**config.mk**
```make
export PLATFORM = sky130hd
export DESIGN_NAME = video_timing_flat
export DESIGN_NICKNAME = d
export VERILOG_FILES = /design/src/common/video_pkg.sv /design/src/common/video_timing_if.sv /design/src/timing/video_timing.sv /design/src/flat_wrapper.sv
export SDC_FILE = /design/constraint.sdc
export NUM_CORES = 1
export LEC_CHECK = 0
export BUFFER_PORTS_ARGS = -buffer_cell sky130_fd_sc_hd__buf_4
export CAP_MARGIN = 0
export CORE_AREA = 10 10 65 67
export DETAILED_ROUTE_END_ITERATION = 8
export DIE_AREA = 0 0 75 77
export PLACE_DENSITY = 0.67
export SLEW_MARGIN = 30
export SYNTH_ARGS = -nofsm -noshare
export SYNTH_HDL_FRONTEND = slang
export SYNTH_SLANG_ARGS = --single-unit
```
**constraint.sdc**
```tcl
create_clock -name clk_48m -period 1.8 [get_ports clk_48m]
set_clock_uncertainty 0.2 [all_clocks]
set_input_delay 0.18 -clock clk_48m [delete_from_list [all_inputs] [get_ports clk_48m]]
set_output_delay 0.18 -clock clk_48m [all_outputs]
set_load 0.05 [all_outputs]
```
**src/common/video_pkg.sv**
```systemverilog
`default_nettype none

package video_pkg;

	//////////////////////////////////////////////////
	// screen timing
	//////////////////////////////////////////////////

	// pixel and line counts
	localparam int h_total  = 384;
	localparam int h_active = 288;
	localparam int v_total  = 264;
	localparam int v_active = 224;

	// sync windows, both active high
	localparam int hsync_start = 300;
	localparam int hsync_len   = 32;
	localparam int vsync_start = 240;
	localparam int vsync_len   = 4;

	// clk_48m cycles per pixel, 48M down to 6M
	localparam int pix_div = 8;
	// pixels from counter to rgb register
	localparam int pipe_delay = 2;

	// tilemap is 64x32 tiles of 8x8 pixels
	localparam int tile_cols = 64;
	localparam int tile_rows = 32;
	localparam int tile_size = tile_cols * tile_rows;
	localparam int pal_size  = 256;

	//////////////////////////////////////////////////
	// types
	//////////////////////////////////////////////////

	typedef logic [8:0]  hpos_t;
	typedef logic [8:0]  vpos_t;
	typedef logic [8:0]  scroll_x_t;
	typedef logic [7:0]  scroll_y_t;
	typedef logic [7:0]  color_idx_t;
	typedef logic [3:0]  nibble_t;
	// same widths as the board's A and D
	typedef logic [12:0] bus_addr_t;
	typedef logic [7:0]  bus_data_t;
	typedef logic [10:0] tile_addr_t;

	// host address map
	localparam bus_addr_t tile_base       = 13'h0000;
	localparam bus_addr_t pal_rg_base     = 13'h1000;
	localparam bus_addr_t pal_b_base      = 13'h1100;
	localparam bus_addr_t reg_scroll_x_lo = 13'h1800;
	localparam bus_addr_t reg_scroll_x_hi = 13'h1801;
	localparam bus_addr_t reg_scroll_y    = 13'h1802;
	localparam bus_addr_t reg_backcolor   = 13'h1803;

	// index that shows the backcolor
	localparam color_idx_t transparent_idx = 8'h00;

	typedef enum logic {idle, sync} sync_state_t;

endpackage

`default_nettype wire

```
**src/common/video_timing_if.sv**
```systemverilog
`timescale 1ns/1ns
`default_nettype none

interface video_timing_if;
	import video_pkg::*;

	// one clk_48m cycle in eight
	logic pix_en;
	// scan position, valid while pix_en
	hpos_t hpos;
	vpos_t vpos;
	// outside the 288x224 window
	logic blank;

	modport source (
		output pix_en, hpos, vpos, blank
	);

	modport sink (
		input pix_en, hpos, vpos, blank
	);

endinterface

`default_nettype wire

```
**src/timing/video_timing.sv**
```systemverilog
`timescale 1ns/1ns
`default_nettype none

module video_timing (
	input logic clk_48m,
	input logic reset,
	video_timing_if.source vt,
	output logic hsync,
	output logic vsync
);
	import video_pkg::*;

	logic [$clog2(pix_div)-1:0] div_cnt;
	logic hs_raw;
	logic vs_raw;
	sync_state_t hs_pipe [pipe_delay];
	sync_state_t vs_pipe [pipe_delay];

	//////////////////////////////////////////////////
	// pixel enable, the CLK_6M equivalent
	//////////////////////////////////////////////////

	// first pulse lands 8 cycles out of reset
	always_ff @(posedge clk_48m) begin
		if (reset) begin
			div_cnt <= '0;
			vt.pix_en <= 1'b0;
		end else begin
			div_cnt <= div_cnt + 1'b1;
			vt.pix_en <= (div_cnt == pix_div - 1);
		end
	end

	//////////////////////////////////////////////////
	// h/v counters
	//////////////////////////////////////////////////

	// counters hold the pixel shown by the current pix_en
	always_ff @(posedge clk_48m) begin
		if (reset) begin
			vt.hpos <= '0;
			vt.vpos <= '0;
		end else if (vt.pix_en) begin
			if (vt.hpos == hpos_t'(h_total - 1)) begin
				vt.hpos <= '0;
				// end of frame
				if (vt.vpos == vpos_t'(v_total - 1))
					vt.vpos <= '0;
				else
					vt.vpos <= vt.vpos + 1'b1;
			end else begin
				vt.hpos <= vt.hpos + 1'b1;
			end
		end
	end

	assign vt.blank = (vt.hpos >= h_active) || (vt.vpos >= v_active);

	// raw sync windows on the counters
	assign hs_raw = (vt.hpos >= hsync_start) && (vt.hpos < hsync_start + hsync_len);
	assign vs_raw = (vt.vpos >= vsync_start) && (vt.vpos < vsync_start + vsync_len);

	// delay by the tile and palette stages
	always_ff @(posedge clk_48m) begin
		if (reset) begin
			for (int i = 0; i < pipe_delay; i++) begin
				hs_pipe[i] <= idle;
				vs_pipe[i] <= idle;
			end
		end else if (vt.pix_en) begin
			hs_pipe[0] <= hs_raw ? sync : idle;
			vs_pipe[0] <= vs_raw ? sync : idle;
			for (int i = 1; i < pipe_delay; i++) begin
				hs_pipe[i] <= hs_pipe[i-1];
				vs_pipe[i] <= vs_pipe[i-1];
			end
		end
	end

	assign hsync = (hs_pipe[pipe_delay-1] == sync);
	assign vsync = (vs_pipe[pipe_delay-1] == sync);

endmodule

`default_nettype wire
```
**src/flat_wrapper.sv**
```systemverilog
// flat-port wrapper written by rule: the top's interface ports become plain ports
module video_timing_flat import video_pkg::*;
  (clk_48m, reset, hsync, vsync, vt_pix_en, vt_hpos, vt_vpos, vt_blank);
  video_timing_if vt_i ();
  input logic clk_48m;
  input logic reset;
  output logic hsync;
  output logic vsync;
  output wire logic [$bits(vt_i.pix_en)-1:0] vt_pix_en;
  output wire logic [$bits(vt_i.hpos)-1:0] vt_hpos;
  output wire logic [$bits(vt_i.vpos)-1:0] vt_vpos;
  output wire logic [$bits(vt_i.blank)-1:0] vt_blank;
  assign vt_pix_en = vt_i.pix_en;
  assign vt_hpos = vt_i.hpos;
  assign vt_vpos = vt_i.vpos;
  assign vt_blank = vt_i.blank;
  video_timing u_core (.clk_48m(clk_48m), .reset(reset), .vt(vt_i), .hsync(hsync), .vsync(vsync));
endmodule
```
==> flow_summary.toml <==
[cells_and_area]
drive_above_1_share_pct = 44.4
area_growth_pct = 28.1
diodes = 0
nets = 177
multiInputGateArea_um2 = 697
fillers = 267
area.sequential_um2 = 596

[routing]
drtPass1Iterations = 4
dr.first_iter.drc_count = 81
vias_per_cell = 5.54
drc = 0
num_vias = 1120
ant_nets = 0
wl_um = 2950
wire_per_inst_um = 14.6

[timing]
rsz0062_at_grt = "true"
hold_viol_final = 0
worst_pin_slew_ns = 0.263
setup_ws_ns = 0.0272
relSlewSlack_pct = 82.3
drv_slew = 0
clock.fmax_mhz = 564
setup_viol_count_final = 0
finalCriticalPeriod_ns = 1.77
period_share_pct = 98.5

[critical_path]
end_kind = "flip-flop"
startpoint = "u_core.vt.vpos[0]"
cp.arrival_ns = 1.83
critPathMaxFanout = 5
crit_path_end = "u_core.vt.vpos[5]"
r2r_slack_ns = 0.03
r2r-end = "u_core.vt.vpos[5]"
r2r_cells = 5
startpoint_type = "flip-flop"
timing.rr.start = "u_core.vt.vpos[0]"
crit_type = "reg -> reg"
worst_ep_required_time_ns = 1.86

[floorplanning]
dieArea_um2 = 5780
io_pins = 24
num_rows = 20
die_w_um = 75
start_util_pct = 43.2
dieHeight_um = 77
coreArea_um2 = 2980

[clock_network]
h-tree-depth = 1
clk_latency_ns = 0.32
cts_tree = "done"
path_clk_slew_ns = 0.14
cts_num_sinks = 26
cts_buffer_depth = 2
cts_buffers = 3
root_buffer = "clkbuf_4"
cts_hold_buf = 0

[synth]
synth_area_per_cell_um2 = 9.39
synth_area_leaders = "dfxtp_1 (34%), edfxtp_1 (9.3%), a21oi_1 (5.4%), ha_1 (4.9%), xor2_1 (4.1%)"
synthDominantCellAreaShare_pct = 34.2
yosysMostFrequentCell = "dfxtp_1"
syn_nets = 144
ys_types = 39
synth_top_area_cell = "dfxtp_1"
synth_ff_type = "dfxtp_1"
synthCells = 137
synth_commonest_cells = "dfxtp_1 (22), a21oi_1 (14), nand3_1 (9), nor2_1 (8), nand2_1 (7)"
ys_ff_latch = 26
seq_area_frac_synth_pct = 43.6
synth_area_um2 = 1290
yosysWarnings = 0
async_flop_share_pct = 0
synth_edf_count = 4

[grt]
grt_overflow = 0
first_global_vias = 1053
antenna_found_initial = 0
grt_max_degree = 25
grtUsageTotal_pct = 10.5
grt_pass1_wl_um = 4990

[placed_design]
post-place-ws_ns = 0.0363
gp_congestion = 0.758
hpwl_um = 2210
io_buffers = 23

[pwr]
power.total_uw = 919
p_per_area_nw_per_um2 = 558
leakage_uw = 0.000655
combPwrFrac_pct = 3.6
p_seq_share_pct = 64.5
p_switching_uw = 194
power_frac_clock_pct = 31.9
p_int_uw = 725
ir_worst_vdd_uv = 449
switching_share_pct = 21.1

[run]
maxCapViolCount = 0

[run_status]
status = "finished, final reports clean"

[hold_path]
hp-class = "in -> reg"
-- power by group through the flow --
stage	Combinational, uW	Clock [uW]	Sequential [uW]
4_1_cts	33.6	312	593
3_5_place_dp	33.7	0	606
3_3_place_gp	31.2	0	606
6_report	32.9	294	593
5_1_grt	37.1	335	594
2_1_floorplan	17.0	0	612
-- cell type report --
class / instances / share of cell area [%]
Clock buffer: 4 / 2.20
Inverter: 4 / 0.911
Multi-Input combinational cell: 100 / 42.3
Sequential cell: 26 / 36.1
Tap cell: 33 / 2.51
Timing Repair Buffer: 35 / 15.9
-- through the flow --
step	std cells	util, %	hold WS [ns]	setup TNS, ns	area, um2
global route	202	55.3	0.0762	-0.0253	1650
detailed placement	197	53.3	0.221	0	1590
global placement	197	53.3	0.208	0	1590
CTS	201	54.5	0.0698	0	1620
floorplan	137	-	0.0419	-0.0865	1350
finish	202	55.3	0.0782	0	1650
-- how the worst min path moves through the flow --
| stage | from | to | slack [ns] | cells after the start |
|---|---|---|---|---|
| after floorplan | reset | u_core.vt.pix_en | 0.04 | 1 |
| after detailed placement | u_core.div_cnt[0] | u_core.div_cnt[0] | 0.22 | 1 |
| final | reset | u_core.vt.vpos[8] | 0.08 | 3 |
| after CTS | reset | u_core.vt.hpos[0] | 0.07 | 3 |
| after global routing | reset | u_core.vt.vpos[5] | 0.08 | 3 |
| after global placement | u_core.div_cnt[0] | u_core.div_cnt[0] | 0.21 | 1 |
-- what timing repair did --
action | CTS | global route
setup buffers | 0 | 1
endpoints found under the hold margin | 0 | 0
endpoints found under the setup margin | 0 | 2
resized for setup | 0 | 5
-- registers in the layout, indices dropped and copies added (netlist names) --
register,cells
u_core.div_cnt,3
u_core.hs_pipe,2
u_core.vs_pipe,2
u_core.vt.hpos,9
u_core.vt.pix_en,1
u_core.vt.vpos,9
-- layout by cell type, fill, tap and decap left out, types with 5 or more instances in the layout --
cell type	n
dfxtp_2	13
and3_2	5
nand3_1	9
nand2_1	7
dfxtp_4	5
buf_4	35
a21oi_1	12
xor2_1	6
nor2_1	8
o21ai_0	5
-- kinds of logic (layout without fill, tap and decap cells) --
kind of cell / count (synthesis) / in the layout / synth area share (%)
flops: 26 / 26 / 43.6
simple gates: 63 / 63 / 29.8
compound gates: 24 / 24 / 10.6
buf+inv: 11 / 43 / 5.74
fa+ha+maj: 5 / 5 / 4.86
xor+xnor: 8 / 8 / 5.45
-- worst max-delay path: stages (launching register included) --
cell     delay, ns
dfxtp_4       0.39
ha_4          0.16
and4b_2       0.22
and2_4        0.16
or4_4         0.48
a21oi_2       0.12
-- layer usage --
metal / GRT usage (%) / routed length [um]
met1: 12.5 / 1240
met2: 17.4 / 1540
met3: 2.96 / 139
met4: 3.41 / 29
met5: 0 / 0
(Power assumes the default switching activity.)
