`src/common/video_pkg.sv`:
```
`default_nettype none

package video_pkg;

	//////////////////////////////////////////////////
	// screen timing
	//////////////////////////////////////////////////

	// pixel and line counts
	localparam int h_total  = 384;
	localparam int h_active = 288;
	localparam int v_total  = 264;
	localparam int v_active = 224;

	// sync windows, both active high
	localparam int hsync_start = 300;
	localparam int hsync_len   = 32;
	localparam int vsync_start = 240;
	localparam int vsync_len   = 4;

	// clk_48m cycles per pixel, 48M down to 6M
	localparam int pix_div = 8;
	// pixels from counter to rgb register
	localparam int pipe_delay = 2;

	// tilemap is 64x32 tiles of 8x8 pixels
	localparam int tile_cols = 64;
	localparam int tile_rows = 32;
	localparam int tile_size = tile_cols * tile_rows;
	localparam int pal_size  = 256;

	//////////////////////////////////////////////////
	// types
	//////////////////////////////////////////////////

	typedef logic [8:0]  hpos_t;
	typedef logic [8:0]  vpos_t;
	typedef logic [8:0]  scroll_x_t;
	typedef logic [7:0]  scroll_y_t;
	typedef logic [7:0]  color_idx_t;
	typedef logic [3:0]  nibble_t;
	// same widths as the board's A and D
	typedef logic [12:0] bus_addr_t;
	typedef logic [7:0]  bus_data_t;
	typedef logic [10:0] tile_addr_t;

	// host address map
	localparam bus_addr_t tile_base       = 13'h0000;
	localparam bus_addr_t pal_rg_base     = 13'h1000;
	localparam bus_addr_t pal_b_base      = 13'h1100;
	localparam bus_addr_t reg_scroll_x_lo = 13'h1800;
	localparam bus_addr_t reg_scroll_x_hi = 13'h1801;
	localparam bus_addr_t reg_scroll_y    = 13'h1802;
	localparam bus_addr_t reg_backcolor   = 13'h1803;

	// index that shows the backcolor
	localparam color_idx_t transparent_idx = 8'h00;

	typedef enum logic {idle, sync} sync_state_t;

endpackage

`default_nettype wire

```
`src/clut/color_lut.sv`:
```
`timescale 1ns/1ns
`default_nettype none

module color_lut (
	input logic clk_48m,
	input logic reset,
	input logic pix_en,
	input video_pkg::color_idx_t dot,
	input logic dot_blank,
	input logic pal_rg_we,
	input logic pal_b_we,
	input video_pkg::tile_addr_t wr_addr,
	input video_pkg::bus_data_t wr_data,
	input video_pkg::color_idx_t backcolor,
	output video_pkg::nibble_t r,
	output video_pkg::nibble_t g,
	output video_pkg::nibble_t b
);
	import video_pkg::*;

	// red high nibble, green low nibble
	bus_data_t pal_rg [pal_size];
	// blue only
	nibble_t pal_b [pal_size];

	color_idx_t pal_addr;
	color_idx_t idx;
	bus_data_t rg_entry;
	nibble_t b_entry;

	//////////////////////////////////////////////////
	// palette write
	//////////////////////////////////////////////////

	// palette offset fits in the low byte
	assign pal_addr = color_idx_t'(wr_addr);

	always_ff @(posedge clk_48m) begin
		if (pal_rg_we)
			pal_rg[pal_addr] <= wr_data;
		if (pal_b_we)
			pal_b[pal_addr] <= wr_data[3:0];
	end

	//////////////////////////////////////////////////
	// lookup and rgb register
	//////////////////////////////////////////////////

	// transparent tile shows the backcolor
	assign idx = (dot == transparent_idx) ? backcolor : dot;
	assign rg_entry = pal_rg[idx];
	assign b_entry = pal_b[idx];

	always_ff @(posedge clk_48m) begin
		if (reset) begin
			r <= '0;
			g <= '0;
			b <= '0;
		end else if (pix_en) begin
			// black outside the active window
			if (dot_blank) begin
				r <= '0;
				g <= '0;
				b <= '0;
			end else begin
				r <= rg_entry[7:4];
				g <= rg_entry[3:0];
				b <= b_entry;
			end
		end
	end

endmodule

`default_nettype wire

```
`config.mk`:
```
export PLATFORM = sky130hd
export DESIGN_NAME = color_lut
export DESIGN_NICKNAME = d
export VERILOG_FILES = /design/src/common/video_pkg.sv /design/src/clut/color_lut.sv
export SDC_FILE = /design/constraint.sdc
export NUM_CORES = 2
export LEC_CHECK = 0
export ABC_AREA = 1
export ABC_CLOCK_PERIOD_IN_PS = 2400
export BUFFER_PORTS_ARGS = -buffer_cell sky130_fd_sc_hd__buf_2
export CAP_MARGIN = 15
export CORE_ASPECT_RATIO = 1.75
export CORE_MARGIN = 4
export CORE_UTILIZATION = 55
export DETAILED_ROUTE_END_ITERATION = 12
export GPL_TIMING_DRIVEN = 0
export MAX_ROUTING_LAYER = met4
export PLACE_DENSITY = 0.73
export REMOVE_ABC_BUFFERS = 1
export SYNTH_ARGS = -nofsm -noshare
export SYNTH_HDL_FRONTEND = slang
export SYNTH_SLANG_ARGS = --single-unit
```
`constraint.sdc`:
```
create_clock -name clk_48m -period 2.4 [get_ports clk_48m]
set_clock_uncertainty 0.1 [all_clocks]
set_input_delay 0.12 -clock clk_48m [delete_from_list [all_inputs] [get_ports clk_48m]]
set_output_delay 0.12 -clock clk_48m [all_outputs]
set_load 0.02 [all_outputs]
```
==> results.txt <==
The tree is rooted in a sky130_fd_sc_hd__clkbuf_16. The min-delay analysis places its worst path in the category input pin to flip-flop. The initial core utilization came out at 55.2%. The vertical die dimension is 644 um. The number of fillers in the final layout came out at 15349.

The worst hold path was traced through 2 stages. The summed negative setup slack over all endpoints came out at -2.87 ns. The congestion estimate from routability-driven global placement came to ~0.91. The cell type with the largest total area after synthesis is sky130_fd_sc_hd__edfxtp_1. The maximum clock path buffer count came out at 4.

The detailed-router iteration count before antenna repair is 12. Data on the critical path is required at its endpoint by 3.01 ns. The summed area of non-filler cells in the final layout is roughly 150000 um^2. Across the run, the number of max-cap violations was 1.

The post-synthesis average cell area is 11.9 um^2. The area of placed instances is 131000 um^2. The total clock buffers created by CTS came out at 266. The smallest setup slack after layout came out at -0.288 ns.

The total of warnings raised by yosys came out at 0. In the routed design, unresolved DRC markers number 0. The share of the cycle needed by the critical path after routing is 112%. The overall die area came out at 239000 um^2.

The launch point of the worst hold path is reset. Yosys attributes the largest share of cell area to sky130_fd_sc_hd__edfxtp_1 73%, sky130_fd_sc_hd__nand3_1 13%, sky130_fd_sc_hd__nand2_1 8.2%. The sum of overflow across all layers after global routing is 0. The routed length per instance is 29.3 um. The number of cell rows came out at 233. Once placement completed, the tool counted placed cells totaling 13118. Setup repair after global routing could not meet its margin everywhere.

The via count of the first global-routing pass is 90323. The maximum number of pins on one net before global-route repair came out at 145. The number of cells on the worst reg-to-reg path is 10. Global routing consumed, over all layers together, 33.8% of the routing resources. The number of pins with negative max-slew slack in the final report is 13. Measured along the x axis, the die boundary spans about 370 um. Counting I/O delays and the setup requirement, the final critical path takes 2.69 ns. In this run the critical register-to-register path is launched from pal_b[141][0]. The tightest slew margin relative to the limit is -0.921%. Data on the critical path arrives at its endpoint at about 3.3 ns.

The run finished, with violations left. The count of nets left with antenna violations once routing finished came out at 0. The worst register-to-register path ends at b[0]. The final cell count without fillers came out at approximately 14000. The startpoint type of the worst setup path is an input pin. The tightest hold path in the finished design has a slack of -0.409 ns. Summed over all nets, the half-perimeter wirelength after detailed placement is between 150 and 200 mm. The core region is 230000 um^2. Across the VDD grid, the largest voltage drop is 823 uV. The worst hold path terminates at g[2].

The number of synthesized register bits came out at 3084. The setup path with the least slack is of type input pin to flip-flop. The share of post-route cells with drive strength above 1 came out at 13.9%.

The final reports fail on hold timing, capacitance limit, slew limit, setup timing. The highest achievable clock rate came out at 372 MHz. The total power density per cell area is between 700 and 800 nW/um^2. The I/O pin total came out at 53. In this run the worst path has a maximum fanout of 9. The setup slack of the most critical reg-to-reg path came out at 0.36 ns.

The slew at the pin closest to its max-slew limit came out at ~1.5 ns. The via total after detailed routing came out at 93347. The synthesized design devotes to its leading area cell type 72.6% of total area.

The TritonCTS clock tree is built. The CTS sink count is 3084. The total detailed-routing wirelength is 410 mm. The final count of hold timing violations was 12.

The layout net count came out at about 11000. In this run, the number of DRC markers left after iteration 0 of detailed routing was 15106. The initial antenna violation count is 14. The count of mapped cells out of synthesis came out at 10718. The number of distinct library cell variants in the gate-level netlist after synthesis came out at 21. Dividing the detail-routed via count by the number of cells gives 6.68.

The wire length of the first global-routing pass is between 500 and 600 mm. The number of buffers added to fix hold violations after cts is 10. The H-tree was split into 5 levels.

Clock-pin slew was measured on the worst setup and hold paths at approximately 0.07 ns. The post-synthesis sequential area ratio came out at 72.8%. The count of buffers inserted at the top-level ports is 49. The static leakage is about 52 nW. The area of the mapped netlist came out at 127000 um^2.

Setup violations remaining at the end of the flow were counted as 20. For the worst-skew pair, the clock arrives at the later sink with an insertion delay of 0.86 ns. The area added between synthesis and finish came out at 17.2%.

The critical path endpoint category is a flip-flop.
[what timing repair did]
action                     4_1_cts  5_1_grt
hold endpoints to repair      1487       12
pin swaps                      128      164
setup buffers                   81        5
gates resized for setup        431      328
gates cloned                   119       26
setup endpoints to repair       27      228
[stage by stage]
stage	total power [W]	utilization [%]	worst slack (ns)	hold slack [ns]
after global placement	0.0690	55.2	-68.28	0.348
after floorplan	0.0655	-	-31.02	0.0891
after global routing	0.115	64.7	-0.288	-0.413
after CTS	0.111	63.4	-0.140	-0.489
final	0.112	64.7	-0.288	-0.409
after detailed placement	0.0677	57.0	-4.91	0.261
[layout make-up]
cell class	count	area [um^2]	area share (%)
flip-flops and latches	3084	92500	62.1
clock buffers	333	7230	4.85
well taps	3055	3820	2.57
diodes	20	50.0	0.0336
inverters	32	218	0.146
repair buffers	573	9940	6.68
multi-input cells	6742	33900	22.8
repair inverters	6	52.6	0.0353
clock inverters	131	1210	0.811
[flip-flops by register name (all words and copies together) (netlist names)]
name,cells
pal_rg,2048
g,4
pal_b,1024
r,4
b,4
[cells by family (layout without fill, tap and decap cells)]
logic type	count (synthesis)	after routing	share of synthesized area (%)
and+or+nand+nor	6716	6720	23.7
DFF	3084	3084	72.8
buffers and inverters	897	1075	3.38
AOI/OAI and AO/OA	21	22	0.0877
other	0	20	0
[layout by cell type (no fill, tap or decap), drive strengths merged]
| cell type | netlist | layout |
|---|---|---|
| edfxtp | 3072 | 3072 |
| a21o | 1 | 2 |
| dfxtp | 12 | 12 |
| nor3 | 512 | 512 |
| clkbuf | 444 | 406 |
| clkinvlp | 0 | 9 |
| nand3 | 3419 | 3419 |
| clkinv | 1 | 96 |
| dlygate4sd3 | 0 | 10 |
| inv | 31 | 42 |
| bufbuf | 0 | 52 |
| a21oi | 19 | 19 |
| nor2 | 18 | 18 |
| diode | 0 | 20 |
| o21ai | 1 | 1 |
| nand2 | 2767 | 2771 |
| buf | 421 | 438 |
| bufinv | 0 | 22 |
[critical path: stages]
cell and delay (ns):
sky130_fd_sc_hd__buf_2 0.15, sky130_fd_sc_hd__nor2_4 0.10, sky130_fd_sc_hd__nand2_2 0.09, sky130_fd_sc_hd__nor2_4 0.20
sky130_fd_sc_hd__nand2_8 0.08, sky130_fd_sc_hd__buf_16 0.16, sky130_fd_sc_hd__nand2_8 0.06, sky130_fd_sc_hd__buf_16 0.11
sky130_fd_sc_hd__buf_16 0.16, sky130_fd_sc_hd__inv_16 0.05, sky130_fd_sc_hd__buf_16 0.13, sky130_fd_sc_hd__buf_16 0.16
sky130_fd_sc_hd__buf_16 0.18, sky130_fd_sc_hd__clkbuf_16 0.21, sky130_fd_sc_hd__clkbuf_16 0.18, sky130_fd_sc_hd__nand2_1 0.06
sky130_fd_sc_hd__nand3_1 0.11, sky130_fd_sc_hd__nand3_2 0.10, sky130_fd_sc_hd__nand3_2 0.13, sky130_fd_sc_hd__nand3_2 0.15
sky130_fd_sc_hd__nand3_4 0.09, sky130_fd_sc_hd__nand3_2 0.11, sky130_fd_sc_hd__nand3_4 0.16, sky130_fd_sc_hd__nand3_4 0.12
sky130_fd_sc_hd__a21oi_2 0.07
[per-layer routing]
layer	routed length [um]	vias up	global-route usage, %
li1	-	38803	-
met2	195000	7850	52.4
met5	0	-	-
met1	126000	44688	38.3
met4	36900	0	25.6
met3	52400	2006	7.42
[where the power goes]
| group | switching [W] | leakage [nW] | internal (W) |
|---|---|---|---|
| logic | 0.00681 | 20.0 | 0.00298 |
| registers | 0.0000367 | 27.7 | 0.0593 |
| clock network | 0.0190 | 4.12 | 0.0238 |
[worst max-delay path by stage]
stage / cells after the start / slack (ns) / start / endpoint
6_report: 25 / -0.29 / dot[3] / r[1]
5_1_grt: 25 / -0.29 / dot[0] / r[1]
4_1_cts: 25 / -0.14 / dot[2] / r[0]
3_5_place_dp: 24 / -4.91 / dot[0] / g[0]
3_3_place_gp: 17 / -68.28 / dot[7] / g[0]
2_1_floorplan: 16 / -31.02 / dot[7] / g[0]
[cell usage after synthesis]
library cell and instances:
sky130_fd_sc_hd__edfxtp_1 3072, sky130_fd_sc_hd__o21ai_0 1, sky130_fd_sc_hd__nor2_1 17, sky130_fd_sc_hd__nand2_1 2765
sky130_fd_sc_hd__clkbuf_1 444, sky130_fd_sc_hd__a21oi_2 1, sky130_fd_sc_hd__a21o_1 1, sky130_fd_sc_hd__buf_6 56
sky130_fd_sc_hd__buf_4 60, sky130_fd_sc_hd__nor2_4 1, sky130_fd_sc_hd__inv_2 3, sky130_fd_sc_hd__nor3_1 512
sky130_fd_sc_hd__buf_2 219, sky130_fd_sc_hd__inv_1 28, sky130_fd_sc_hd__nand3_1 3419, sky130_fd_sc_hd__dfxtp_1 12
sky130_fd_sc_hd__buf_1 85, sky130_fd_sc_hd__a21oi_1 18, sky130_fd_sc_hd__clkinv_1 1, sky130_fd_sc_hd__nand2_4 2
sky130_fd_sc_hd__buf_8 1
Note: power is estimated with default switching activity, not from simulation.
