==> config.mk <==
export PLATFORM = sky130hd
export DESIGN_NAME = host_regs
export DESIGN_NICKNAME = d
export VERILOG_FILES = /design/src/common/video_pkg.sv /design/src/logic/host_regs.sv
export SDC_FILE = /design/constraint.sdc
export NUM_CORES = 1
export LEC_CHECK = 0
export ABC_AREA = 0
export BUFFER_PORTS_ARGS = -buffer_cell sky130_fd_sc_hd__buf_4
export CELL_PAD_IN_SITES_DETAIL_PLACEMENT = 1
export CELL_PAD_IN_SITES_GLOBAL_PLACEMENT = 2
export CORE_MARGIN = 2
export CORE_UTILIZATION = 25
export CTS_CLUSTER_DIAMETER = 40
export CTS_CLUSTER_SIZE = 12
export DETAILED_ROUTE_END_ITERATION = 8
export PLACE_DENSITY = 0.76
export SYNTH_ARGS = -nofsm -noshare
export SYNTH_HDL_FRONTEND = slang
export SYNTH_SLANG_ARGS = --single-unit
==> constraint.sdc <==
create_clock -name clk_48m -period 1.6 [get_ports clk_48m]
set_input_delay 0 -clock clk_48m [delete_from_list [all_inputs] [get_ports clk_48m]]
set_output_delay 0 -clock clk_48m [all_outputs]
set_load 0.03 [all_outputs]
==> src/common/video_pkg.sv <==
`default_nettype none

package video_pkg;

	//////////////////////////////////////////////////
	// screen timing
	//////////////////////////////////////////////////

	// pixel and line counts
	localparam int h_total  = 384;
	localparam int h_active = 288;
	localparam int v_total  = 264;
	localparam int v_active = 224;

	// sync windows, both active high
	localparam int hsync_start = 300;
	localparam int hsync_len   = 32;
	localparam int vsync_start = 240;
	localparam int vsync_len   = 4;

	// clk_48m cycles per pixel, 48M down to 6M
	localparam int pix_div = 8;
	// pixels from counter to rgb register
	localparam int pipe_delay = 2;

	// tilemap is 64x32 tiles of 8x8 pixels
	localparam int tile_cols = 64;
	localparam int tile_rows = 32;
	localparam int tile_size = tile_cols * tile_rows;
	localparam int pal_size  = 256;

	//////////////////////////////////////////////////
	// types
	//////////////////////////////////////////////////

	typedef logic [8:0]  hpos_t;
	typedef logic [8:0]  vpos_t;
	typedef logic [8:0]  scroll_x_t;
	typedef logic [7:0]  scroll_y_t;
	typedef logic [7:0]  color_idx_t;
	typedef logic [3:0]  nibble_t;
	// same widths as the board's A and D
	typedef logic [12:0] bus_addr_t;
	typedef logic [7:0]  bus_data_t;
	typedef logic [10:0] tile_addr_t;

	// host address map
	localparam bus_addr_t tile_base       = 13'h0000;
	localparam bus_addr_t pal_rg_base     = 13'h1000;
	localparam bus_addr_t pal_b_base      = 13'h1100;
	localparam bus_addr_t reg_scroll_x_lo = 13'h1800;
	localparam bus_addr_t reg_scroll_x_hi = 13'h1801;
	localparam bus_addr_t reg_scroll_y    = 13'h1802;
	localparam bus_addr_t reg_backcolor   = 13'h1803;

	// index that shows the backcolor
	localparam color_idx_t transparent_idx = 8'h00;

	typedef enum logic {idle, sync} sync_state_t;

endpackage

`default_nettype wire

==> src/logic/host_regs.sv <==
`timescale 1ns/1ns
`default_nettype none

module host_regs (
	input logic clk_48m,
	input logic reset,
	input logic we,
	input video_pkg::bus_addr_t addr,
	input video_pkg::bus_data_t wdata,
	output logic tile_we,
	output logic pal_rg_we,
	output logic pal_b_we,
	output video_pkg::tile_addr_t wr_addr,
	output video_pkg::bus_data_t wr_data,
	output video_pkg::scroll_x_t scroll_x,
	output video_pkg::scroll_y_t scroll_y,
	output video_pkg::color_idx_t backcolor
);
	import video_pkg::*;

	bus_addr_t tile_off;
	bus_addr_t rg_off;
	bus_addr_t b_off;
	logic tile_sel;
	logic rg_sel;
	logic b_sel;

	// offsets into each region wrap high when out of range
	assign tile_off = addr - tile_base;
	assign rg_off   = addr - pal_rg_base;
	assign b_off    = addr - pal_b_base;
	assign tile_sel = (tile_off < tile_size);
	assign rg_sel   = (rg_off < pal_size);
	assign b_sel    = (b_off < pal_size);

	//////////////////////////////////////////////////
	// strobes and latches
	//////////////////////////////////////////////////

	always_ff @(posedge clk_48m) begin
		if (reset) begin
			tile_we   <= 1'b0;
			pal_rg_we <= 1'b0;
			pal_b_we  <= 1'b0;
			scroll_x  <= '0;
			scroll_y  <= '0;
			backcolor <= '0;
		end else begin
			tile_we   <= we && tile_sel;
			pal_rg_we <= we && rg_sel;
			pal_b_we  <= we && b_sel;
			// like the SCROLL, LATCH and BACKCOLOR selects
			if (we) begin
				case (addr)
					reg_scroll_x_lo: scroll_x[7:0] <= wdata;
					reg_scroll_x_hi: scroll_x[8] <= wdata[0];
					reg_scroll_y:    scroll_y <= wdata;
					reg_backcolor:   backcolor <= wdata;
					default: ;
				endcase
			end
		end
	end

	// offset and data ride along with the strobe
	// palette offsets sit in the same low byte
	always_ff @(posedge clk_48m) begin
		wr_addr <= tile_addr_t'(tile_off);
		wr_data <= wdata;
	end

endmodule

`default_nettype wire

==> results of run 1 <==
-- cell families (layout without fill, tap and decap cells) --
| logic type | count (synthesis) | count (layout) | share of synthesized area |
|---|---|---|---|
| xor gates and xnor gates | 1 | 1 | 0.00546 |
| adders and majority gates | 2 | 2 | 0.0156 |
| buffers and inverters | 7 | 112 | 0.0211 |
| DFF | 47 | 47 | 0.587 |
| muxes | 25 | 25 | 0.156 |
| and+or+nand+nor | 47 | 47 | 0.215 |
-- routing by layer --
layer  part of all wire  GRT usage
met3              0.050     0.0376
met4             0.0058     0.0308
met5                  0          0
met1               0.43      0.152
met2               0.51      0.203
-- power breakdown --
| group | total (mW) | internal, mW | switching [mW] |
|---|---|---|---|
| Combinational | 0.258 | 0.134 | 0.124 |
| Clock | 0.723 | 0.305 | 0.419 |
| Sequential | 1.20 | 1.20 | 0.00740 |
| Total | 2.18 | 1.63 | 0.550 |
-- final cells by class --
cell class | instances | area, sq um | area share
flip-flops and latches | 47 | 941 | 0.359
clock inverters | 3 | 20.0 | 0.00764
clock buffers | 5 | 68.8 | 0.0263
multi-input cells | 75 | 649 | 0.248
repair buffers | 101 | 835 | 0.318
inverters | 3 | 11.3 | 0.00430
well taps | 77 | 96.3 | 0.0368
-- metrics by stage --
stage | cell area [sq um] | util | hold slack [ns] | setup slack, ns | TNS (ns)
after floorplan | 1600 | - | 0.0277 | 0.0116 | 0
after global placement | 2280 | 0.363 | 0.115 | -0.109 | -2.12
after detailed placement | 2280 | 0.363 | 0.115 | -0.127 | -2.67
after CTS | 2610 | 0.415 | 0.180 | 0.0738 | 0
after global routing | 2620 | 0.418 | 0.182 | 0.0174 | 0
final | 2620 | 0.418 | 0.191 | 0.0539 | 0
-- what timing repair did --
item,in CTS,in global routing
endpoints found under the hold margin,22,0
hold buffers,24,0
resized for setup,0,3
endpoints found under the setup margin,0,1
-- layout by cell type, fill, tap and decap left out --
master and instances:
buf_12 1, buf_4 75, buf_6 1, clkbuf_8 5, clkinv_2 1, clkinvlp_4 2, dfxtp_1 47, dlygate4sd3_1 24
ha_1 2, inv_1 3, mux2i_1 24, mux2i_2 1, nand2b_1 33, nand3_1 2, nand4bb_4 1, nor2_1 2
nor4_1 2, nor4_4 2, nor4b_1 1, or4_4 1, or4b_1 1, or4b_4 1, or4bb_1 1, xnor2_1 1
-- path summary, 6_finish.rpt --
path	start	endpoint	slack (ns)	depth (start not counted)
setup reg to reg	scroll_x[4]$_SDFFE_PP0P_	scroll_x[4]$_SDFFE_PP0P_	0.95	2
setup / recovery	addr[6]	backcolor[2]$_SDFFE_PP0P_	0.05	5
hold / removal	reset	scroll_y[0]$_SDFFE_PP0P_	0.19	3
hold reg to reg	scroll_x[6]$_SDFFE_PP0P_	scroll_x[6]$_SDFFE_PP0P_	0.48	2
-- critical path, stage by stage --
cell	delay, ns
dlygate4sd3_1	0.54
buf_4	0.14
nand4bb_4	0.28
or4_4	0.62
mux2i_1	0.15
-- registers in the layout, summed over array words and instances, names as in the netlist --
signal and flops:
tile_we 1, pal_rg_we 1, scroll_x 9, wr_data 8, backcolor 8, wr_addr 11, pal_b_we 1, scroll_y 8
==> flow_metrics.tcl, run 1 <==
set metrics [dict create \
    fillCellCount 706 \
    clk_latency_ns 0.30 \
    yosysTopAreaCell "dfxtp_1" \
    synth_most_common_cell "dfxtp_1" \
    initial_core_util 0.256 \
    period_share 0.966 \
    groute.usage.overall 0.121 \
    synth_top_cell_area_share 0.587 \
    grt_pass1_vias 1349 \
    setup_viol 0 \
    rsz0062_at_grt "no" \
    drv_cap 0 \
    synth_seq_area_share 0.587 \
    io_pins 71 \
    diodes 0 \
    chipWidth_um 84.1 \
    pwr_density_cell_nw_per_um2 833 \
    critPathRequiredTime_ns 1.79 \
    dpl.hpwl_um 2930 \
    grt_max_degree 36 \
    cts_root_buffer "clkbuf_8" \
    row_count 29 \
    synth_common_cells "dfxtp_1 (47), nand2b_1 (33), mux2i_1 (25), clkbuf_1 (3), inv_1 (3)" \
    grt_overflow_total 0 \
    synth-edff-count 0 \
    gp_congestion 0.673 \
    drcViolationCount 0 \
    port_buffers 70 \
    min_path_type "input port to register" \
    ys_ff_latch 47 \
    relSlewSlack 0.743 \
    async_flop_share 0 \
    nNetsFinal 259 \
    routedWlPerCell_um 13.9 \
    synth_cells 129 \
    slew_violations 0 \
    vias_per_cell 4.14 \
    critPathMaxFanout 8 \
    cts-htree-levels 2 \
    die_y_um 84.1 \
    syn_to_final_growth_pct 63.4 \
    fin_cells 311 \
    initialDrtViolationCount 28 \
    detail-route-antenna-nets 0 \
    synth_area_per_cell_sq_um 12.4 \
    via_count 1287 \
    drt_wl_total_um 4340 \
    cts_max_path_buffers 2 \
    clk_pin_slew_ns 0.10 \
    status "finished clean" \
    cts_sinks 47 \
    cp_data_arrival_time_ns 1.74 \
    worstSetupStartpointType "input port" \
    yosysUniqueCellTypes 18 \
    antenna_found_initial 0 \
    numCtsBuffers 5 \
    worst_pin_slew_ns 0.382 \
    core_sq_um 6280 \
    yosys_warnings 0 \
    p_leak_nw 1.16 \
    setup.worst_path.class "input port to register" \
    drive_gt1_frac 0.389 \
    power_mw 2.18 \
    ys_top_cells_by_area "dfxtp_1 (59%), mux2i_1 (16%), nand2b_1 (13%)" \
    irDropWorstVdd_mv 0.384 \
    clock_skew_ns 0 \
    fmax_mhz 647 \
    synth_nets 155 \
    placedCellCount 280 \
    end_kind "register" \
    post_cts_buffers 0 \
    dieArea_sq_um 7070 \
    finalCriticalPeriod_ns 1.55 \
    netlist_area_sq_um 1600 \
    cts_tree "yes" \
    drtPass1Iterations 4 \
    grt_pass1_wl_um 6780 \
    synth_ff_type "dfxtp_1" \
    hold_viol 0 \
]
(Power assumes the default switching activity.)
==> run 2, diff against run 1 <==
--- a/config.mk
+++ b/config.mk
@@ -9,6 +9,7 @@
 export BUFFER_PORTS_ARGS = -buffer_cell sky130_fd_sc_hd__buf_4
 export CELL_PAD_IN_SITES_DETAIL_PLACEMENT = 1
 export CELL_PAD_IN_SITES_GLOBAL_PLACEMENT = 2
+export CORE_ASPECT_RATIO = 1.1
 export CORE_MARGIN = 2
 export CORE_UTILIZATION = 25
 export CTS_CLUSTER_DIAMETER = 40
==> flow_metrics.tcl, run 2 (same netlist as run 1, synthesis figures left out) <==
set metrics [dict create \
    initial_core_util 0.259 \
    setup.worst_path.class "input port to register" \
    die_y_um 88.0 \
    critPathRequiredTime_ns 1.82 \
    final_cell_area_sq_um 2640 \
    gp_congestion 0.628 \
    status "finished clean" \
    cts_max_path_buffers 2 \
    drv_cap 0 \
    clk_latency_ns 0.29 \
    clock_skew_ns 0 \
    end_kind "register" \
    swShare 0.222 \
    final_common_cell "buf_4" \
    io_pins 71 \
    power_mw 2.30 \
    cts-htree-levels 2 \
    syn_to_final_growth_pct 64.6 \
    routedWlPerCell_um 13.4 \
    placedCellCount 284 \
    dpl.hpwl_um 2850 \
    pwr_density_cell_nw_per_um2 871 \
    seqPwrFrac 0.523 \
    initialDrtViolationCount 13 \
    p_clk_frac 0.364 \
    cp_top_family "buffers and inverters" \
    via_count 1295 \
    cp_data_arrival_time_ns 1.72 \
    irDropWorstVdd_mv 0.450 \
    slew_violations 0 \
    reg.largest.list "wr_addr: 11 flops, scroll_x: 9 flops" \
    detail-route-antenna-nets 0 \
    drtPass1Iterations 4 \
    port_buffers 70 \
    cts_tree "yes" \
    largest_reg_flops 11 \
    worst_pin_slew_ns 0.327 \
    nNetsFinal 261 \
    grt_overflow_total 0 \
    cpMaxStageDelayCell "dlygate4sd3_1" \
    drt_wl_total_um 4220 \
    path_common_cell "buf_4" \
    hold_start "addr[9]" \
    fin_cells 315 \
    core_sq_um 6190 \
    chipWidth_um 80.4 \
    register_area_sq_um 941 \
    dieArea_sq_um 7070 \
    max_stage_delay_ns 0.54 \
    finalCriticalPeriod_ns 1.50 \
    row_count 30 \
    crit_start "addr[6]" \
    placed_cell_area_sq_um 2270 \
    grt_max_degree 36 \
    drcViolationCount 0 \
    critPathBufInv 4 \
    numCtsBuffers 5 \
    setup_tns_ns 0 \
    vias_per_cell 4.11 \
    p_leak_nw 1.17 \
    period_share 0.937 \
    combPwrFrac 0.113 \
    cts_root_buffer "clkbuf_8" \
    fmax_mhz 667 \
    grt_pass1_wl_um 6620 \
    setup_viol 0 \
    cts_sinks 47 \
    most-common-layout-cells "buf_4 (79), dfxtp_1 (47), nand2b_1 (33)" \
    drive_gt1_frac 0.387 \
    antenna_found_initial 0 \
    intPower_mw 1.79 \
    min_path_type "input port to register" \
    relSlewSlack 0.780 \
    grt_pass1_vias 1395 \
    worstPathCellList "dlygate4sd3_1, buf_4, nand4bb_4, buf_4, nor4_4, buf_4, mux2i_1" \
    worstSetupStartpointType "input port" \
    groute.usage.overall 0.125 \
    hold_viol 0 \
    power.switching_mw 0.511 \
    top_register "wr_addr" \
    diodes 0 \
    fillCellCount 699 \
    multi_input_area_sq_um 652 \
    critPathMaxFanout 4 \
    regToRegStartpoint "scroll_x[0]$_SDFFE_PP0P_" \
    clk_pin_slew_ns 0.08 \
]
[run 2: cell type report]
| type | instances | share of cell area |
|---|---|---|
| Timing Repair Buffer | 103 | 0.316 |
| Tap cell | 80 | 0.0379 |
| Sequential cell | 47 | 0.356 |
| Inverter | 3 | 0.00427 |
| Clock buffer | 6 | 0.0275 |
| Clock inverter | 1 | 0.0114 |
| Multi-Input combinational cell | 75 | 0.247 |
[run 2: final timing paths]
path         slack (ns)                         to  depth (start not counted)
max reg2reg        1.00   scroll_x[0]$_SDFFE_PP0P_                          2
min reg2reg        0.48  backcolor[7]$_SDFFE_PP0P_                          2
max                0.10   scroll_x[0]$_SDFFE_PP0P_                          7
min                0.18        pal_b_we$_SDFF_PP0_                          5
[run 2: stage by stage]
| step | util | worst slack (ns) | hold slack [ns] |
|---|---|---|---|
| 3_3_place_gp | 0.367 | -0.0808 | 0.115 |
| 6_report | 0.426 | 0.101 | 0.182 |
| 5_1_grt | 0.426 | -0.00582 | 0.234 |
| 2_1_floorplan | - | 0.0116 | 0.0277 |
| 4_1_cts | 0.423 | 0.0521 | 0.176 |
| 3_5_place_dp | 0.367 | -0.147 | 0.116 |
[run 2: worst min-delay path, cell delays in order]
cell and delay, ns:
buf_4 0.11, inv_1 0.07, ha_1 0.13, nand3_1 0.07
nor2_1 0.08
[run 2: timing repair]
| item | CTS | global route |
|---|---|---|
| hold buffers | 24 | 0 |
| resized for setup | 0 | 2 |
| buffers inserted | 0 | 0 |
| setup endpoints to repair | 0 | 6 |
| endpoints found under the hold margin | 22 | 0 |
[run 2: layer usage]
layer,up-vias,GRT usage,wire [um]
met5,-,0,0
li1,643,-,-
met1,601,0.131,1620
met2,43,0.227,2210
met4,0,0.0555,74
met3,8,0.0423,313
[run 2: power by group through the flow]
| stage | Combinational [mW] | Sequential, mW | Clock (mW) |
|---|---|---|---|
| floorplan | 0.0442 | 1.28 | 0 |
| global placement | 0.213 | 1.23 | 0 |
| detailed placement | 0.214 | 1.23 | 0 |
| CTS | 0.256 | 1.20 | 0.872 |
| global route | 0.280 | 1.20 | 0.915 |
| finish | 0.260 | 1.20 | 0.837 |
==> run 3, diff against run 2 <==
--- a/config.mk
+++ b/config.mk
@@ -11,11 +11,11 @@
 export CELL_PAD_IN_SITES_GLOBAL_PLACEMENT = 2
 export CORE_ASPECT_RATIO = 1.1
 export CORE_MARGIN = 2
-export CORE_UTILIZATION = 25
+export CORE_UTILIZATION = 28
 export CTS_CLUSTER_DIAMETER = 40
-export CTS_CLUSTER_SIZE = 12
+export CTS_CLUSTER_SIZE = 28
 export DETAILED_ROUTE_END_ITERATION = 8
-export PLACE_DENSITY = 0.76
+export PLACE_DENSITY = 0.8
 export SYNTH_ARGS = -nofsm -noshare
 export SYNTH_HDL_FRONTEND = slang
 export SYNTH_SLANG_ARGS = --single-unit
==> constraint.sdc (replaced) <==
create_clock -name clk_48m -period 1.4 [get_ports clk_48m]
set_input_delay 0 -clock clk_48m [delete_from_list [all_inputs] [get_ports clk_48m]]
set_output_delay 0 -clock clk_48m [all_outputs]
set_load 0.005 [all_outputs]
==> flow_metrics.tcl, run 3 (same netlist as run 1, synthesis figures left out) <==
set metrics [dict create \
    fmax_mhz 725 \
    antenna_found_initial 0 \
    syn_to_final_growth_pct 65.5 \
    cts_sinks 47 \
    setup.worst_path.class "input port to register" \
    p_clk_frac 0.351 \
    cts_tree "yes" \
    finalCriticalPeriod_ns 1.38 \
    numCtsBuffers 5 \
    drcViolationCount 0 \
    drive_gt1_frac 0.407 \
    vias_per_cell 4.24 \
    intPower_mw 1.98 \
    grt_overflow_total 0 \
    io_pins 71 \
    r2r_slack_ns 0.76 \
    final_common_cell "buf_4" \
    most-common-layout-cells "buf_4 (78), dfxtp_1 (47), nand2b_1 (33)" \
    min_path_type "input port to register" \
    reg.largest.list "wr_addr: 11 flops, scroll_x: 9 flops" \
    slew_violations 0 \
    drv_cap 0 \
    drt_wl_total_um 4340 \
    row_count 28 \
    setup_viol 0 \
    worstPathCellList "buf_12, inv_12, ha_4, or4b_4, or4_4, mux2i_1" \
    busiest_layer "met2" \
    fillCellCount 614 \
    cpMaxStageDelayCell "or4_4" \
    clock_skew_ns 0 \
    status "finished clean" \
    swShare 0.210 \
    cp_data_arrival_time_ns 1.55 \
    chipWidth_um 76.2 \
    relSlewSlack 0.751 \
    cts-htree-levels 2 \
    via_count 1319 \
    p_leak_nw 1.18 \
    largest_reg_flops 11 \
    power.switching_mw 0.526 \
    gp_congestion 0.732 \
    power_mw 2.51 \
    end_kind "register" \
    die_y_um 83.4 \
    top_register "wr_addr" \
    grt_max_degree 36 \
    routedWlPerCell_um 14.0 \
    clk_latency_ns 0.29 \
    fin_ws_ns 0.0200 \
    dieArea_sq_um 6350 \
    worst_pin_slew_ns 0.370 \
    detail-route-antenna-nets 0 \
    port_buffers 70 \
    grt_pass1_wl_um 7250 \
    dpl.hpwl_um 3210 \
    rsz0062_at_grt "yes" \
    groute.usage.overall 0.142 \
    irDropWorstVdd_mv 0.462 \
    hold_viol 0 \
    cts_root_buffer "clkbuf_8" \
    clk_pin_slew_ns 0.09 \
    seqPwrFrac 0.548 \
    nNetsFinal 261 \
    cts_max_path_buffers 2 \
    pre_cts_ws_ns -0.328 \
    core_sq_um 5470 \
    critPathRequiredTime_ns 1.57 \
    period_share 0.986 \
    gr-usage-met1 0.157 \
    drtPass1Iterations 4 \
    max_stage_delay_ns 0.66 \
    initialDrtViolationCount 39 \
    hold_slack_ns 0.0343 \
    diodes 0 \
    pwr_density_cell_nw_per_um2 944 \
    combPwrFrac 0.100 \
    initial_core_util 0.293 \
    critPathMaxFanout 8 \
    use_met3 0.0446 \
    met2_usage 0.260 \
    grt_pass1_vias 1480 \
    worstSetupStartpointType "input port" \
]
==> run 3: metal layers <==
metal,vias to the layer above,routed length (um)
met1,620,1730
met5,-,0
li1,645,-
met3,7,285
met2,47,2280
met4,0,38
==> run 3: area by class of cell <==
cell class	instances	area (sq um)	share of cell area
Sequential cell	47	941	0.354
Timing Repair Buffer	103	850	0.320
Multi-Input combinational cell	75	642	0.242
Clock buffer	8	100	0.0377
Tap cell	75	93.8	0.0353
Inverter	3	28.8	0.0108
==> run 3: path summary, 6_finish.rpt <==
kind / to / from / depth (start not counted)
worst max-delay path: backcolor[6]$_SDFFE_PP0P_ / addr[9] / 6
worst max register to register: backcolor[0]$_SDFFE_PP0P_ / backcolor[0]$_SDFFE_PP0P_ / 2
worst min-delay path: pal_b_we$_SDFF_PP0_ / addr[10] / 4
worst min register to register: scroll_y[7]$_SDFFE_PP0P_ / scroll_y[7]$_SDFFE_PP0P_ / 2
==> run 3: worst max-delay path: cells and delay by family <==
family	cells	cell delay (ns)
multiplexers	1	0.16
AND/OR/NAND/NOR	2	1.13
buffers and inverters	2	0.15
adder cells (fa/ha/maj)	1	0.10
==> run 3: repair_timing <==
action,in CTS,in global routing
endpoints found under the hold margin,21,0
setup buffers,0,1
endpoints found under the setup margin,11,15
pin swaps,2,2
gates resized for setup,2,5
hold buffers,21,0
==> run 3: through the flow <==
stage               cells  TNS (ns)  utilization  cell area, sq um
global route          311  -0.00758        0.486              2660
global placement      281     -5.99        0.423              2310
floorplan             129     -2.85            -              1630
detailed placement    281     -7.25        0.423              2310
finish                311         0        0.486              2660
CTS                   310         0        0.481              2630
==> run 3: power groups by stage <==
stage | Combinational [mW] | Sequential [mW] | Clock, mW
after global routing | 0.276 | 1.38 | 0.958
after floorplan | 0.0556 | 1.41 | 0
final | 0.251 | 1.37 | 0.880
after detailed placement | 0.201 | 1.41 | 0
after CTS | 0.247 | 1.37 | 0.898
after global placement | 0.192 | 1.41 | 0
